==> src/verilog/qtable_macros.svh <==
`ifndef QTABLE_MACROS_SVH
`define QTABLE_MACROS_SVH

////////////////////////////////////////////////////////////////////////////
// widths
////////////////////////////////////////////////////////////////////////////

`define WORD_W                  16              // table word
`define ADDR_W                  11              // byte address, 2 KiB space
`define INDEX_W                 4               // neighbor / cluster head index

// table limits
`define MAX_NEIGHBORS           12
`define MAX_KNOWN_CH            8               // copy clamp per neighbor

////////////////////////////////////////////////////////////////////////////
// memory map, byte addresses, words at even addresses
////////////////////////////////////////////////////////////////////////////

`define KNOWN_CH_BASE           11'h012         // node's own cluster head list
`define NEIGHBOR_ID_BASE        11'h072
`define CLUSTER_ID_BASE         11'h0B2
`define ENERGY_BASE             11'h0F2
`define NEIGHBOR_Q_BASE         11'h132
`define CH_ID_BASE              11'h1B2         // 16 bytes per neighbor
`define KNOWN_CH_COUNT_ADDR     11'h272
`define NEIGHBOR_COUNT_ADDR     11'h274
`define CH_ID_COUNT_BASE        11'h278         // one count word per neighbor

`endif
==> src/verilog/qtable_pkg.sv <==
`include "qtable_macros.svh"

package qtable_pkg;

        ////////////////////////////////////////////////////////////////////
        // basic table types
        ////////////////////////////////////////////////////////////////////

        typedef logic [`WORD_W-1:0]  word_t;    // one table word
        typedef logic [`ADDR_W-1:0]  addr_t;    // byte address
        typedef logic [`INDEX_W-1:0] index_t;   // neighbor or ch index

        // which table region a request points into
        // memory port turns region + index into a byte address
        typedef enum logic [3:0] {
                REG_KNOWN_CH,           // known ch list, indexed by k
                REG_NEIGHBOR_ID,        // indexed by n
                REG_CLUSTER_ID,
                REG_ENERGY,
                REG_NEIGHBOR_Q,
                REG_CH_ID,              // per neighbor ch list, n and k
                REG_CH_COUNT,           // per neighbor ch count
                REG_KNOWN_CH_COUNT,     // fixed word
                REG_NEIGHBOR_COUNT      // fixed word
        } region_e;

endpackage

==> src/verilog/mem_req_if.sv <==
// table request channel, sequencer to memory port
// valid/ready on the request, fixed-latency read response
interface mem_req_if;

        // request side
        logic                   req_valid;
        logic                   req_ready;      // low while a read is in flight
        logic                   req_write;      // 1 write, 0 read
        qtable_pkg::region_e    req_region;
        qtable_pkg::index_t     req_n;          // neighbor index
        qtable_pkg::index_t     req_k;          // cluster head index
        qtable_pkg::word_t      req_wdata;

        // response side, two cycles after a read transfer
        logic                   rsp_valid;
        qtable_pkg::word_t      rsp_rdata;

        modport seq (
                output req_valid, req_write, req_region, req_n, req_k, req_wdata,
                input  req_ready, rsp_valid, rsp_rdata
        );

        modport port (
                input  req_valid, req_write, req_region, req_n, req_k, req_wdata,
                output req_ready, rsp_valid, rsp_rdata
        );

endinterface

==> src/verilog/qtable_update.sv <==
// neighbor table update engine, top level
// start/done on the outside, valid/ready between sequencer and port
module qtable_update (
        input  logic                    clock,
        input  logic                    nrst,
        input  logic                    start,
        input  qtable_pkg::word_t       source_id,      // held from start to done
        input  qtable_pkg::word_t       energy,
        input  qtable_pkg::word_t       q_value,
        input  qtable_pkg::word_t       cluster_id,
        input  qtable_pkg::word_t       data_in,        // external table memory
        output qtable_pkg::addr_t       address,
        output qtable_pkg::word_t       data_out,
        output logic                    wr_en,
        output logic                    done,
        output logic                    full
);

        mem_req_if mem_if ();

        // control path
        entry_sequencer u_seq (
                .clock          (clock),
                .nrst           (nrst),
                .start          (start),
                .source_id      (source_id),
                .energy         (energy),
                .q_value        (q_value),
                .cluster_id     (cluster_id),
                .mem            (mem_if.seq),
                .done           (done),
                .full           (full)
        );

        // memory side
        table_mem_port u_port (
                .clock          (clock),
                .nrst           (nrst),
                .mem            (mem_if.port),
                .data_in        (data_in),
                .address        (address),
                .data_out       (data_out),
                .wr_en          (wr_en)
        );

endmodule

==> src/verilog/entry_sequencer.sv <==
`include "qtable_macros.svh"

// neighbor table update FSM
// load counts, scan ids, then update or append, then copy cluster heads
module entry_sequencer (
        input  logic                    clock,
        input  logic                    nrst,
        input  logic                    start,
        input  qtable_pkg::word_t       source_id,
        input  qtable_pkg::word_t       energy,
        input  qtable_pkg::word_t       q_value,
        input  qtable_pkg::word_t       cluster_id,
        mem_req_if.seq                  mem,
        output logic                    done,
        output logic                    full
);

        typedef enum logic [3:0] {
                S_IDLE, S_LD_NCNT, S_LD_KCNT, S_SCAN, S_ENERGY,
                S_APP_ID, S_APP_Q, S_APP_CID,
                S_CH_RD, S_CH_WR, S_CH_CNT, S_NCNT_WR, S_DONE
        } state_e;

        state_e                 state;
        logic                   issued;         // read sent, waiting on rsp_valid
        logic                   append;         // new entry path
        logic                   xfer;
        logic                   scan_end;
        qtable_pkg::index_t     n;              // neighbor index
        qtable_pkg::index_t     k;              // cluster head index
        qtable_pkg::index_t     kcnt;           // clamped known ch count
        qtable_pkg::word_t      ncnt;           // neighbor count as read
        qtable_pkg::word_t      ch_word;        // cluster head being copied

        assign xfer     = mem.req_valid && mem.req_ready;
        assign scan_end = (qtable_pkg::word_t'(n) == ncnt);
        assign done     = (state == S_DONE);    // single cycle, then idle

        ////////////////////////////////////////////////////////////////////
        // request decode, held stable by the state until transfer
        ////////////////////////////////////////////////////////////////////

        always_comb begin
                mem.req_valid  = 1'b0;
                mem.req_write  = 1'b0;
                mem.req_region = qtable_pkg::REG_NEIGHBOR_ID;
                mem.req_n      = n;
                mem.req_k      = k;
                mem.req_wdata  = source_id;
                case (state)
                S_LD_NCNT: begin
                        mem.req_valid  = !issued;
                        mem.req_region = qtable_pkg::REG_NEIGHBOR_COUNT;
                end
                S_LD_KCNT: begin
                        mem.req_valid  = !issued;
                        mem.req_region = qtable_pkg::REG_KNOWN_CH_COUNT;
                end
                S_SCAN:    mem.req_valid = !issued && !scan_end;  // id at n
                S_APP_ID: begin
                        mem.req_valid  = 1'b1;
                        mem.req_write  = 1'b1;
                end
                S_ENERGY: begin
                        mem.req_valid  = 1'b1;
                        mem.req_write  = 1'b1;
                        mem.req_region = qtable_pkg::REG_ENERGY;
                        mem.req_wdata  = energy;
                end
                S_APP_Q: begin
                        mem.req_valid  = 1'b1;
                        mem.req_write  = 1'b1;
                        mem.req_region = qtable_pkg::REG_NEIGHBOR_Q;
                        mem.req_wdata  = q_value;
                end
                S_APP_CID: begin
                        mem.req_valid  = 1'b1;
                        mem.req_write  = 1'b1;
                        mem.req_region = qtable_pkg::REG_CLUSTER_ID;
                        mem.req_wdata  = cluster_id;
                end
                S_CH_RD: begin
                        mem.req_valid  = !issued && (k != kcnt);
                        mem.req_region = qtable_pkg::REG_KNOWN_CH;
                end
                S_CH_WR: begin
                        mem.req_valid  = 1'b1;
                        mem.req_write  = 1'b1;
                        mem.req_region = qtable_pkg::REG_CH_ID;
                        mem.req_wdata  = ch_word;
                end
                S_CH_CNT: begin
                        mem.req_valid  = 1'b1;
                        mem.req_write  = 1'b1;
                        mem.req_region = qtable_pkg::REG_CH_COUNT;
                        mem.req_wdata  = qtable_pkg::word_t'(kcnt);
                end
                S_NCNT_WR: begin
                        mem.req_valid  = 1'b1;
                        mem.req_write  = 1'b1;
                        mem.req_region = qtable_pkg::REG_NEIGHBOR_COUNT;
                        mem.req_wdata  = ncnt + 1'b1;
                end
                default: ;
                endcase
        end

        ////////////////////////////////////////////////////////////////////
        // state register
        ////////////////////////////////////////////////////////////////////

        always_ff @(posedge clock) begin
                if (!nrst) begin
                        state  <= S_IDLE;
                        issued <= 1'b0;
                        append <= 1'b0;
                        full   <= 1'b0;
                        n      <= '0;
                        k      <= '0;
                end else begin
                        if (xfer && !mem.req_write)
                                issued <= 1'b1;
                        if (mem.rsp_valid)
                                issued <= 1'b0;
                        case (state)
                        S_IDLE: if (start) begin
                                n      <= '0;
                                k      <= '0;
                                append <= 1'b0;
                                full   <= 1'b0;        // held from last done until here
                                state  <= S_LD_NCNT;
                        end
                        S_LD_NCNT: if (mem.rsp_valid) begin
                                ncnt  <= mem.rsp_rdata;
                                state <= S_LD_KCNT;
                        end
                        S_LD_KCNT: if (mem.rsp_valid) begin
                                kcnt  <= (mem.rsp_rdata > `MAX_KNOWN_CH) ?
                                         qtable_pkg::index_t'(`MAX_KNOWN_CH) :
                                         qtable_pkg::index_t'(mem.rsp_rdata);
                                state <= S_SCAN;
                        end
                        S_SCAN: if (scan_end) begin
                                if (ncnt < `MAX_NEIGHBORS) begin
                                        append <= 1'b1;  // n already equals count
                                        state  <= S_APP_ID;
                                end else begin
                                        full   <= 1'b1;  // no room, nothing written
                                        state  <= S_DONE;
                                end
                        end else if (mem.rsp_valid) begin
                                if (mem.rsp_rdata == source_id)
                                        state <= S_ENERGY;
                                else
                                        n <= n + 1'b1;
                        end
                        S_APP_ID:  if (xfer) state <= S_ENERGY;
                        S_ENERGY:  if (xfer) state <= append ? S_APP_Q : S_CH_RD;
                        S_APP_Q:   if (xfer) state <= S_APP_CID;
                        S_APP_CID: if (xfer) state <= S_CH_RD;
                        S_CH_RD: if (k == kcnt) begin
                                state <= S_CH_CNT;
                        end else if (mem.rsp_valid) begin
                                ch_word <= mem.rsp_rdata;
                                state   <= S_CH_WR;
                        end
                        S_CH_WR: if (xfer) begin
                                k     <= k + 1'b1;
                                state <= S_CH_RD;
                        end
                        S_CH_CNT:  if (xfer) state <= append ? S_NCNT_WR : S_DONE;
                        S_NCNT_WR: if (xfer) state <= S_DONE;
                        default:   state <= S_IDLE;    // S_DONE
                        endcase
                end
        end

endmodule

==> src/verilog/table_mem_port.sv <==
`include "qtable_macros.svh"

// memory access unit
// maps region/index requests onto the byte-addressed table memory
module table_mem_port (
        input  logic                    clock,
        input  logic                    nrst,
        mem_req_if.port                 mem,
        input  qtable_pkg::word_t       data_in,        // word at last cycle's address
        output qtable_pkg::addr_t       address,
        output qtable_pkg::word_t       data_out,
        output logic                    wr_en
);

        qtable_pkg::addr_t      req_addr;       // decoded byte address
        qtable_pkg::addr_t      n_off;          // 2*n
        qtable_pkg::addr_t      k_off;          // 2*k
        qtable_pkg::addr_t      ch_row;         // 16*n, one ch list per neighbor
        logic                   xfer;
        logic                   rd_addr_cyc;    // read address on the bus
        logic                   rd_data_cyc;    // read word on data_in

        assign xfer   = mem.req_valid && mem.req_ready;
        assign n_off  = qtable_pkg::addr_t'(mem.req_n) << 1;
        assign k_off  = qtable_pkg::addr_t'(mem.req_k) << 1;
        assign ch_row = qtable_pkg::addr_t'(mem.req_n) << 4;

        ////////////////////////////////////////////////////////////////////
        // address decode
        ////////////////////////////////////////////////////////////////////

        always_comb begin
                case (mem.req_region)
                qtable_pkg::REG_KNOWN_CH:       req_addr = `KNOWN_CH_BASE + k_off;
                qtable_pkg::REG_NEIGHBOR_ID:    req_addr = `NEIGHBOR_ID_BASE + n_off;
                qtable_pkg::REG_CLUSTER_ID:     req_addr = `CLUSTER_ID_BASE + n_off;
                qtable_pkg::REG_ENERGY:         req_addr = `ENERGY_BASE + n_off;
                qtable_pkg::REG_NEIGHBOR_Q:     req_addr = `NEIGHBOR_Q_BASE + n_off;
                qtable_pkg::REG_CH_ID:          req_addr = `CH_ID_BASE + ch_row + k_off;
                qtable_pkg::REG_CH_COUNT:       req_addr = `CH_ID_COUNT_BASE + n_off;
                qtable_pkg::REG_KNOWN_CH_COUNT: req_addr = `KNOWN_CH_COUNT_ADDR;
                default:                        req_addr = `NEIGHBOR_COUNT_ADDR;
                endcase
        end

        ////////////////////////////////////////////////////////////////////
        // bus registers
        ////////////////////////////////////////////////////////////////////

        // control, one-cycle write strobe and read pipeline
        always_ff @(posedge clock) begin
                if (!nrst) begin
                        wr_en       <= 1'b0;
                        rd_addr_cyc <= 1'b0;
                        rd_data_cyc <= 1'b0;
                end else begin
                        wr_en       <= xfer && mem.req_write;
                        rd_addr_cyc <= xfer && !mem.req_write;
                        rd_data_cyc <= rd_addr_cyc;   // memory answers a cycle later
                end
        end

        // address and write data, loaded on every transfer
        always_ff @(posedge clock) begin
                if (xfer) begin
                        address  <= req_addr;
                        data_out <= mem.req_wdata;
                end
        end

        // stall new requests until the read word is handed back
        assign mem.req_ready = !(rd_addr_cyc || rd_data_cyc);
        assign mem.rsp_valid = rd_data_cyc;
        assign mem.rsp_rdata = data_in;         // sequencer latches it on rsp_valid

endmodule

==> config.mk <==
export PLATFORM = sky130hd
export DESIGN_NAME = qtable_update
export DESIGN_NICKNAME = d
export VERILOG_FILES = /design/src/verilog/qtable_pkg.sv /design/src/verilog/mem_req_if.sv /design/src/verilog/qtable_update.sv /design/src/verilog/entry_sequencer.sv /design/src/verilog/table_mem_port.sv
export VERILOG_INCLUDE_DIRS = /design/src /design/src/verilog
export SDC_FILE = /design/constraint.sdc
export NUM_CORES = 1
export LEC_CHECK = 0
export ABC_AREA = 1
export CORE_AREA = 2 2 102 104
export DETAILED_ROUTE_END_ITERATION = 16
export DIE_AREA = 0 0 104 106
export DONT_BUFFER_PORTS = 1
export PLACE_DENSITY_LB_ADDON = 0.3
export SLEW_MARGIN = 20
export SYNTH_ARGS = -nofsm -noshare
export SYNTH_HDL_FRONTEND = slang
export SYNTH_SLANG_ARGS = --single-unit
==> constraint.sdc <==
create_clock -name clock -period 5.3 [get_ports clock]
set_clock_uncertainty 0.1 [all_clocks]
set_input_delay 0.265 -clock clock [delete_from_list [all_inputs] [get_ports clock]]
set_output_delay 0.265 -clock clock [all_outputs]
set_load 0.05 [all_outputs]
Yosys cells after proc, flatten, opt, wreduce, memory -nomap -nowiden
Index checks and enable logic that the tools add are counted.
{"block": "word_totals", "reg_bits": 81, "in_bits": 83, "out_inout_bits": 30, "wordCells": 135}
{"block": "classes", "n_addsub": 11, "magnitude_cmp": 2, "eq_ne": 42, "mux": 37, "bitwise_logic": 2, "n_reduce_logical": 27}
{"operator": "case mux 16 bit (6 select lines)", "count": 1}
{"operator": "case mux 11 bit (8 select lines)", "count": 1}
{"operator": "2-to-1 mux 4 bit", "count": 21}
{"operator": "case mux 4 bit (11 select lines)", "count": 1}
{"operator": "equality test 4 x 3 -> 1 bit, second input constant", "count": 8}
{"operator": "case mux 4 bit (8 select lines)", "count": 1}
{"operator": "inequality test 2 x 1 -> 1 bit, second input constant", "count": 12}
{"operator": "equality test 4 bit, second input constant", "count": 5}
{"operator": "adder 8 x 5 -> 9 bit, first input constant", "count": 2}
{"operator": "adder 16 x 1 -> 16 bit, second input constant", "count": 1}
{"operator": "equality test 16 bit", "count": 1}
{"operator": "equality test 4 x 16 -> 1 bit", "count": 1}
{"operator": "equality test 4 x 2 -> 1 bit, second input constant", "count": 4}
{"operator": "> comparator 16 x 4 -> 1 bit, second input constant", "count": 1}
{"operator": "< comparator 16 x 4 -> 1 bit, second input constant", "count": 1}
{"operator": "case mux 4 bit (2 select lines)", "count": 2}
{"operator": "AND reduction 12 bit", "count": 1}
{"operator": "AND reduction 4 bit", "count": 3}
{"operator": "adder 10 x 5 -> 11 bit, first input constant", "count": 1}
{"operator": "adder 11 x 5 -> 11 bit", "count": 1}
{"operator": "adder 9 x 5 -> 10 bit, first input constant", "count": 1}
{"operator": "adder 9 x 8 -> 10 bit, first input constant", "count": 1}
{"operator": "inequality test 3 x 1 -> 1 bit, second input constant", "count": 3}
{"operator": "AND reduction 3 bit", "count": 3}
{"operator": "20 further kinds", "count": 44}

Longest topological paths before layout
Gate-level depths: netlist (run 1).
{"block": "logic_depth", "depth_word": 7, "mapped_depth": 15, "depth_no_buf": 14}

Hierarchy
From an unflattened synthesis (run 1), not the netlist that was laid out.
{"block": "unflattened", "cells_unflattened": 618, "area_unflattened_um2": 5093.6}
{"mod": "entry_sequencer", "instances": 1, "cells_each": 447, "area_per_inst_um2": 3514.6, "seq_area_each_um2": 1381.3}
{"mod": "table_mem_port", "instances": 1, "cells_each": 171, "area_per_inst_um2": 1579.0, "seq_area_each_um2": 810.8}

Worst setup path before layout (run 1)
OpenSTA, ideal clock, no wires.
{"block": "synth_timing", "path_type": "register -> register", "from": "register u_seq.state[0]", "to": "register u_seq.ch_word[0] (enable)", "setup_time_ns": 0.388, "arrival_ns": 1.698, "required_time_ns": 4.812, "slack_ns": 3.113, "stages_incl_launch_ff": 8, "path_buffers": 0, "period_less_slack_ns": 2.187, "cell_sequence": "dfxtp_1 -> nor2_2 -> inv_2 -> nor2_2 -> inv_1 -> a21oi_1 -> inv_1 -> nor2_1"}
{"block": "synth_via", "elab_chain_cells": 2}
{"element": "start, declared", "line_no": "entry_sequencer.sv:24", "source": "state_e state;"}
{"element": "start signal, assigned", "line_no": "entry_sequencer.sv:158", "source": "S_ENERGY: if (xfer) state <= append ? S_APP_Q : S_CH_RD;"}
{"element": "start signal, assigned", "line_no": "entry_sequencer.sv:171", "source": "S_CH_CNT: if (xfer) state <= append ? S_NCNT_WR : S_DONE;"}
{"element": "equality test 4 bit", "line_no": "entry_sequencer.sv:125", "source": "case (state)"}
{"element": "AND reduction 4 bit (no source line)"}
{"element": "end signal, assigned", "line_no": "entry_sequencer.sv:164", "source": "ch_word <= mem.rsp_rdata;"}
{"element": "end, declared", "line_no": "entry_sequencer.sv:33", "source": "qtable_pkg::word_t ch_word;"}
No other way between the ends.
A chain may end at the register's enable or synchronous reset.

Final worst setup path (run 1)
{"block": "layout_timing", "from": "register u_seq.state[0]", "to": "register u_seq.issued"}
{"block": "layout_via", "elab_chain_cells": 5, "elab_cells_between_ends": 18, "cone_classes": "eq/ne: 11; mux: 2; reduce/logical: 5"}
{"element": "equality test 4 x 3 -> 1 bit (tied with other cells)", "line_no": "entry_sequencer.sv:50", "source": "case (state)"}
{"element": "OR reduction 7 bit (no source line) or OR reduction 2 bit (tied branches)"}
{"element": "case mux 1 bit (4 select lines) (*)", "line_no": "entry_sequencer.sv:50"}
{"element": "logical AND 1 bit (*)"}
{"element": "named net u_port.xfer", "line_no": "table_mem_port.sv:19", "source": "logic xfer;"}
{"element": "logical AND 1 bit (*)", "line_no": "entry_sequencer.sv:121", "source": "if (xfer && !mem.req_write)"}
{"element": "end signal, assigned", "line_no": "entry_sequencer.sv:115", "source": "issued <= 1'b0;"}
{"element": "end signal, assigned", "line_no": "entry_sequencer.sv:122", "source": "issued <= 1'b1;"}
{"element": "end signal, assigned", "line_no": "entry_sequencer.sv:124", "source": "issued <= 1'b0;"}
{"element": "end, declared", "line_no": "entry_sequencer.sv:25", "source": "logic issued;"}
The timed path passes the listed nets; every way through them passes the cells marked *.

==> summary.txt, run 1 <==
status = completed
H-tree levels = 3
initial core utilization = 48.9%
worst-margin pin slew = 0.946 ns
MaxCap Viol Count = 0
Top-Level Pins = 113
Final Hold Fails = 0
R2R Setup Slk = 3.03 ns
largest net degree at the start of global routing = 28
Clock transition at path regs = 0.09 ns
area of the die = 0.0110 mm^2
Peak VDD IR = 0.000262 V
fraction of layout cells with a size suffix above 1 = 12.6%
initial antenna violation count = 0
Hold Path Class = primary input to flop
Final period util = 42.9%
Worst Setup Start Kind = flop
PwrDens = 530 mW/mm^2
GR Overflow Total = 0
Yosys cell types = 47
min cycle time layout = 2.27 ns
Worst Setup Path Type = flop to flop
Critical Path End = u_seq.issued
Root Buffer = clkbuf_8
first-pass GRT wire length = 21800 um
worst setup margin = 3.03 ns
setup_tns = 0 ns
post-synthesis sequential area ratio = 45.4%
RSZ-0062 raised after global routing = false
Avg WL per Cell = 18.4 um
relative slew slack = 36.7%
FF-to-FF Start = u_seq.state[0]
main flop type after synthesis = edfxtp_1
GRT Overall Usage = 25.4%
cts repair resizes = 0
Critical Path RT = 5.50 ns
CTS tree = yes
synthesized area per cell = 8.17 um^2
DR iter-0 viols = 318
row count = 37
postcts setup bufs = 0
CP Capture Type = flop
setup slack after placement = 3.05 ns
reg2reg path depth = 12
fin nets = 711
synthesis-stage register bit count = 80
final setup vio count = 0
Leak Pwr = 0.00215 uW
Reg-to-Reg End = u_seq.issued
Die Height = 106 um
final wirelength = 14000 um
Clk Latency, worst-skew pair = 0.37 ns
Core Box Area = 0.0100 mm^2
synthesized area = 0.00489 mm^2
commonest non-fill, non-tap cell in the layout = nand2_1
Worst Setup SP = u_seq.state[0]
synthesis-to-finish area growth = 11.1%
Synth Instances = 599
drt drc = 0
Die W = 104 um
Port Buffers = 0
DP Wirelength = 10100 um
Worst Path Arrival = 2.47 ns
number of global-route vias before repair = 4174
drt pass-1 iters = 7
yosys warns = 0
routed vias/inst = 5.64
Antenna Cells = 0
via count = 4295
clock buffer depth = 2
asr flop ratio synth = 0%
Final Util = 54.3%
worst-path fanout max = 27
antenna viol nets, final = 0
max-slew violation count = 0
most frequent cells in the layout = nand2_1 (150), nor2_1 (68), inv_1 (66)
Final GP Congestion = 0.995
Sinks on Clock Net = 80
CTS Buf Count = 9
number of synthesized flops with an enable pin = 62
Fmax = 440 MHz
Yosys cell counts (7+ instances only):
master | instances | area share, %
a21oi_1 | 24 | 2.5
a221oi_1 | 11 | 2.0
dfxtp_1 | 18 | 7.4
edfxtp_1 | 62 | 38
ha_1 | 8 | 2.0
inv_1 | 66 | 5.1
inv_2 | 15 | 1.2
nand2_1 | 150 | 12
nand2_2 | 11 | 1.4
nand3_1 | 20 | 2.0
nand4_1 | 13 | 1.7
nor2_1 | 68 | 5.2
nor2_2 | 13 | 1.7
nor2_4 | 7 | 1.6
nor3_1 | 9 | 0.92
o211ai_1 | 8 | 1.2
o21ai_0 | 14 | 1.4
xnor2_1 | 12 | 2.1
critical path, stage by stage (launching register included):
cell     delay [ns]
dfxtp_1        0.48
inv_2          0.08
nor2_2         0.17
nand2_1        0.14
nand2_2        0.11
a21oi_2        0.04
nand2_2        0.07
nand2_2        0.06
nand2_4        0.07
nand2_2        0.06
inv_2          0.51
nand2_1        0.15
a21oi_1        0.16
power breakdown:
part	switching, uW	internal (uW)
Combinational	637	278
Sequential	479	921
Clock	247	319
Total	1360	1520
state kept, by name (all words and copies together) (netlist names), 4 cells and up:
register,flops
u_seq.ch_word,16
u_port.address,10
u_seq.ncnt,16
u_seq.mem.req_n,4
u_port.data_out,16
u_seq.kcnt,4
u_seq.state,4
u_seq.mem.req_k,4
routing by layer:
metal	global-route usage, %	part of all wire (%)	vias to the layer above	routed length, um
li1	-	-	2055	-
met1	31.1	42	2034	5880
met3	6.81	7.5	18	1050
met2	44.0	49	188	6830
met5	0	0	-	0
met4	8.01	1.5	0	215
worst min path at each step:
stage                    start                  to  slack (ns)  cells after the start
finish              data_in[0]       u_seq.kcnt[0]        0.02                      2
global route        q_value[0]  u_port.data_out[0]       0.004                      2
CTS                 q_value[0]  u_port.data_out[0]       0.004                      2
detailed placement  data_in[6]    u_seq.ch_word[6]        0.26                      0
global placement    data_in[4]    u_seq.ch_word[4]        0.26                      0
floorplan           data_in[0]    u_seq.ch_word[0]        0.26                      0
logic make-up (layout without fill, tap and decap cells):
| logic type | after synthesis | after routing | synth area share, % |
|---|---|---|---|
| adder cells (fa/ha/maj) | 8 | 8 | 2.05 |
| buffers and inverters | 93 | 118 | 7.88 |
| other | 1 | 2 | 0.0767 |
| AND/OR/NAND/NOR | 311 | 311 | 29.5 |
| XOR/XNOR | 18 | 18 | 3.22 |
| AO/OA/AOI/OAI | 88 | 88 | 11.8 |
| flip-flops | 80 | 80 | 45.4 |
per-stage QoR:
step | total power, uW | instances | hold WS [ns] | cell area [um^2]
floorplan | 2070 | 600 | 0.264 | 4890
global placement | 2290 | 727 | 0.264 | 5000
detailed placement | 2300 | 727 | 0.264 | 5000
CTS | 2880 | 760 | 0.00428 | 5420
global route | 3040 | 761 | 0.00395 | 5430
finish | 2880 | 761 | 0.0190 | 5430
final cells by class:
class	instances	area, um^2
Multi-Input combinational cell	427	2290
Fill cell	946	4570
Tap cell	136	170
Clock inverter	7	125
Timing Repair Buffer	20	195
Inverter	82	309
Clock buffer	9	124
Sequential cell	80	2220
what timing repair did:
action                                  in CTS  in global routing
hold buffers                                17                  1
endpoints found under the hold margin       45                  1
endpoints found under the setup margin       0                  0
Note: power is estimated with default switching activity, not from simulation.
==> inputs of run 2 (changes only) <==
- clock period: 5.3 -> 2.25 ns (I/O delays scaled with it)
==> summary.txt, run 2 (synthesis gave the netlist of run 1 again) <==
R2R Setup Slk = 0.18 ns (-2.85 ns)
Critical Path RT = 2.34 ns (-3.16 ns)
met2 WL = 7050 um (+3.2%)
initial core utilization = 48.9% (unchanged)
fraction of layout cells with a size suffix above 1 = 14.0% (+1.4 points)
hold path endpoint = u_port.data_out[4]
final wirelength = 14700 um (+5.5%)
reg2reg path depth = 11 (-1)
via count = 4514 (+5.1%)
CTS Buf Count = 9 (unchanged)
overall power = 6650 uW (+130%)
Clk Latency, worst-skew pair = 0.36 ns (about the same)
Routed met1 length = 5940 um (+1.0%)
drt drc = 0 (unchanged)
register area = 0.00222 mm^2 (unchanged)
relative slew slack = 63.4% (+27 points)
DP Wirelength = 10600 um (+4.6%)
final setup vio count = 0 (unchanged)
Hold Path Class = primary input to flop
GR Overflow Total = 0 (unchanged)
Peak VDD IR = 0.000671 V (+160%)
commonest non-fill, non-tap cell in the layout = nand2_1
drt pass-1 iters = 5 (-2)
FF-to-FF Start = u_seq.ncnt[1]
filler cell count = 909 (-3.9%)
initial antenna violation count = 1 (+1)
first-pass GRT wire length = 23100 um (+6.2%)
Fmax = 483 MHz (+9.7%)
CTS tree = yes
worst-margin pin slew = 0.548 ns (-0.398 ns)
H-tree levels = 3 (unchanged)
Final Hold Fails = 0 (unchanged)
worst min-delay path startpoint = q_value[4]
worst-path fanout max = 4 (-85%)
Worst Setup Path Type = flop to flop
Root Buffer = clkbuf_8
Leak Pwr = 0.00236 uW (+9.6%)
Avg WL per Cell = 18.1 um (-1.7%)
Reg-to-Reg End = u_port.data_out[12]
setup_tns = 0 ns (unchanged)
GRT Overall Usage = 27.0% (+1.6 points)
clock buffer depth = 2 (unchanged)
PwrDens = 1130 mW/mm^2 (+110%)
largest net degree at the start of global routing = 19 (-32%)
max-slew violation count = 0 (unchanged)
top sig layer = met4
multi-input combinational cell area = 0.00229 mm^2 (+0.11%)
DR iter-0 viols = 395 (+24%)
area of the die = 0.0110 mm^2 (unchanged)
most frequent cells in the layout = nand2_1 (150), nor2_1 (68), inv_1 (66)
CP Capture Type = flop
Port Buffers = 0 (unchanged)
antenna viol nets, final = 0 (unchanged)
Worst Path Arrival = 2.16 ns (-0.31 ns)
fin nets = 766 (+7.7%)
Core Box Area = 0.0100 mm^2 (unchanged)
Top-Level Pins = 113 (unchanged)
Final period util = 92.1% (+49 points)
Sinks on Clock Net = 80 (unchanged)
synthesis-to-finish area growth = 19.8%
Die Height = 106 um (unchanged)
routed vias/inst = 5.53 (-2.0%)
Die W = 104 um (unchanged)
Clock transition at path regs = 0.08 ns (about the same)
met3 WL = 1160 um (+11%)
row count = 37 (unchanged)
Cells on Worst Hold Path = 4 (+2)
RSZ-0062 raised after global routing = false
status = completed
Worst Setup Start Kind = flop
Final GP Congestion = 0.970 (-2.5%)
min cycle time layout = 2.07 ns (-0.200 ns)
MaxCap Viol Count = 0 (unchanged)
biggest registers after layout = u_port.data_out (16), u_seq.ch_word (16), u_seq.ncnt (16)
number of global-route vias before repair = 4667 (+12%)
## run 2: stage by stage
stage / instance area [um^2] / hold slack, ns / setup slack, ns / std cells / utilization [%]
after floorplan: 4890 / 0.111 / 0.0632 / 600 / -
after global placement: 5140 / 0.112 / 0.153 / 744 / 51.4
after detailed placement: 5140 / 0.112 / 0.110 / 744 / 51.4
after CTS: 5840 / 0.000554 / 0.0963 / 813 / 58.4
after global routing: 5860 / 0.0309 / 0.00125 / 816 / 58.6
final: 5860 / 0.0184 / 0.178 / 816 / 58.6
## run 2: worst max-delay path, stage by stage (launching register included)
cell	delay [ns]
edfxtp_1	0.42
ha_2	0.23
nand3_2	0.08
nor2_2	0.15
nand2_2	0.08
nor2_2	0.13
nand3_2	0.15
nor2_4	0.14
nand2_2	0.07
nand2_1	0.07
o211ai_1	0.10
a31oi_1	0.18
## run 2: area by class of cell
type | count | area share [%]
antenna | 1 | 0.0427
sequential | 80 | 37.9
clock inverter | 4 | 0.384
tap | 136 | 2.90
clock buffer | 11 | 2.24
timing repair buffer | 75 | 12.1
multi-input combinational | 427 | 39.1
inverter | 82 | 5.32
## run 2: timing repair
action                     in CTS  in global routing
resized for setup               0                  3
hold buffers                   54                  0
setup endpoints to repair       0                  5
hold endpoints to repair       70                  0
buffers inserted                0                  2
## run 2: layer usage
| layer | up-vias | GRT usage (%) |
|---|---|---|
| met5 | - | 0 |
| met4 | 0 | 14.6 |
| met3 | 48 | 6.32 |
| met2 | 224 | 46.4 |
| met1 | 2083 | 31.4 |
| li1 | 2159 | - |
## run 2: worst max-delay path by stage
stage,from,cells past startpoint,to
after detailed placement,u_seq.state[2],9,u_port.data_out[9]
after global routing,u_seq.ncnt[1],10,u_port.data_out[10]
after global placement,u_seq.state[2],9,u_port.data_out[10]
final,u_seq.ncnt[1],11,u_port.data_out[12]
after floorplan,u_seq.state[0],7,u_seq.ch_word[0]
after CTS,u_seq.state[2],9,u_port.data_out[9]
## run 2: power breakdown
group,total (uW),internal (uW),switching [uW]
Sequential,3260,2160,1090
Combinational,2470,859,1610
Clock,924,391,534
Total,6650,3410,3240
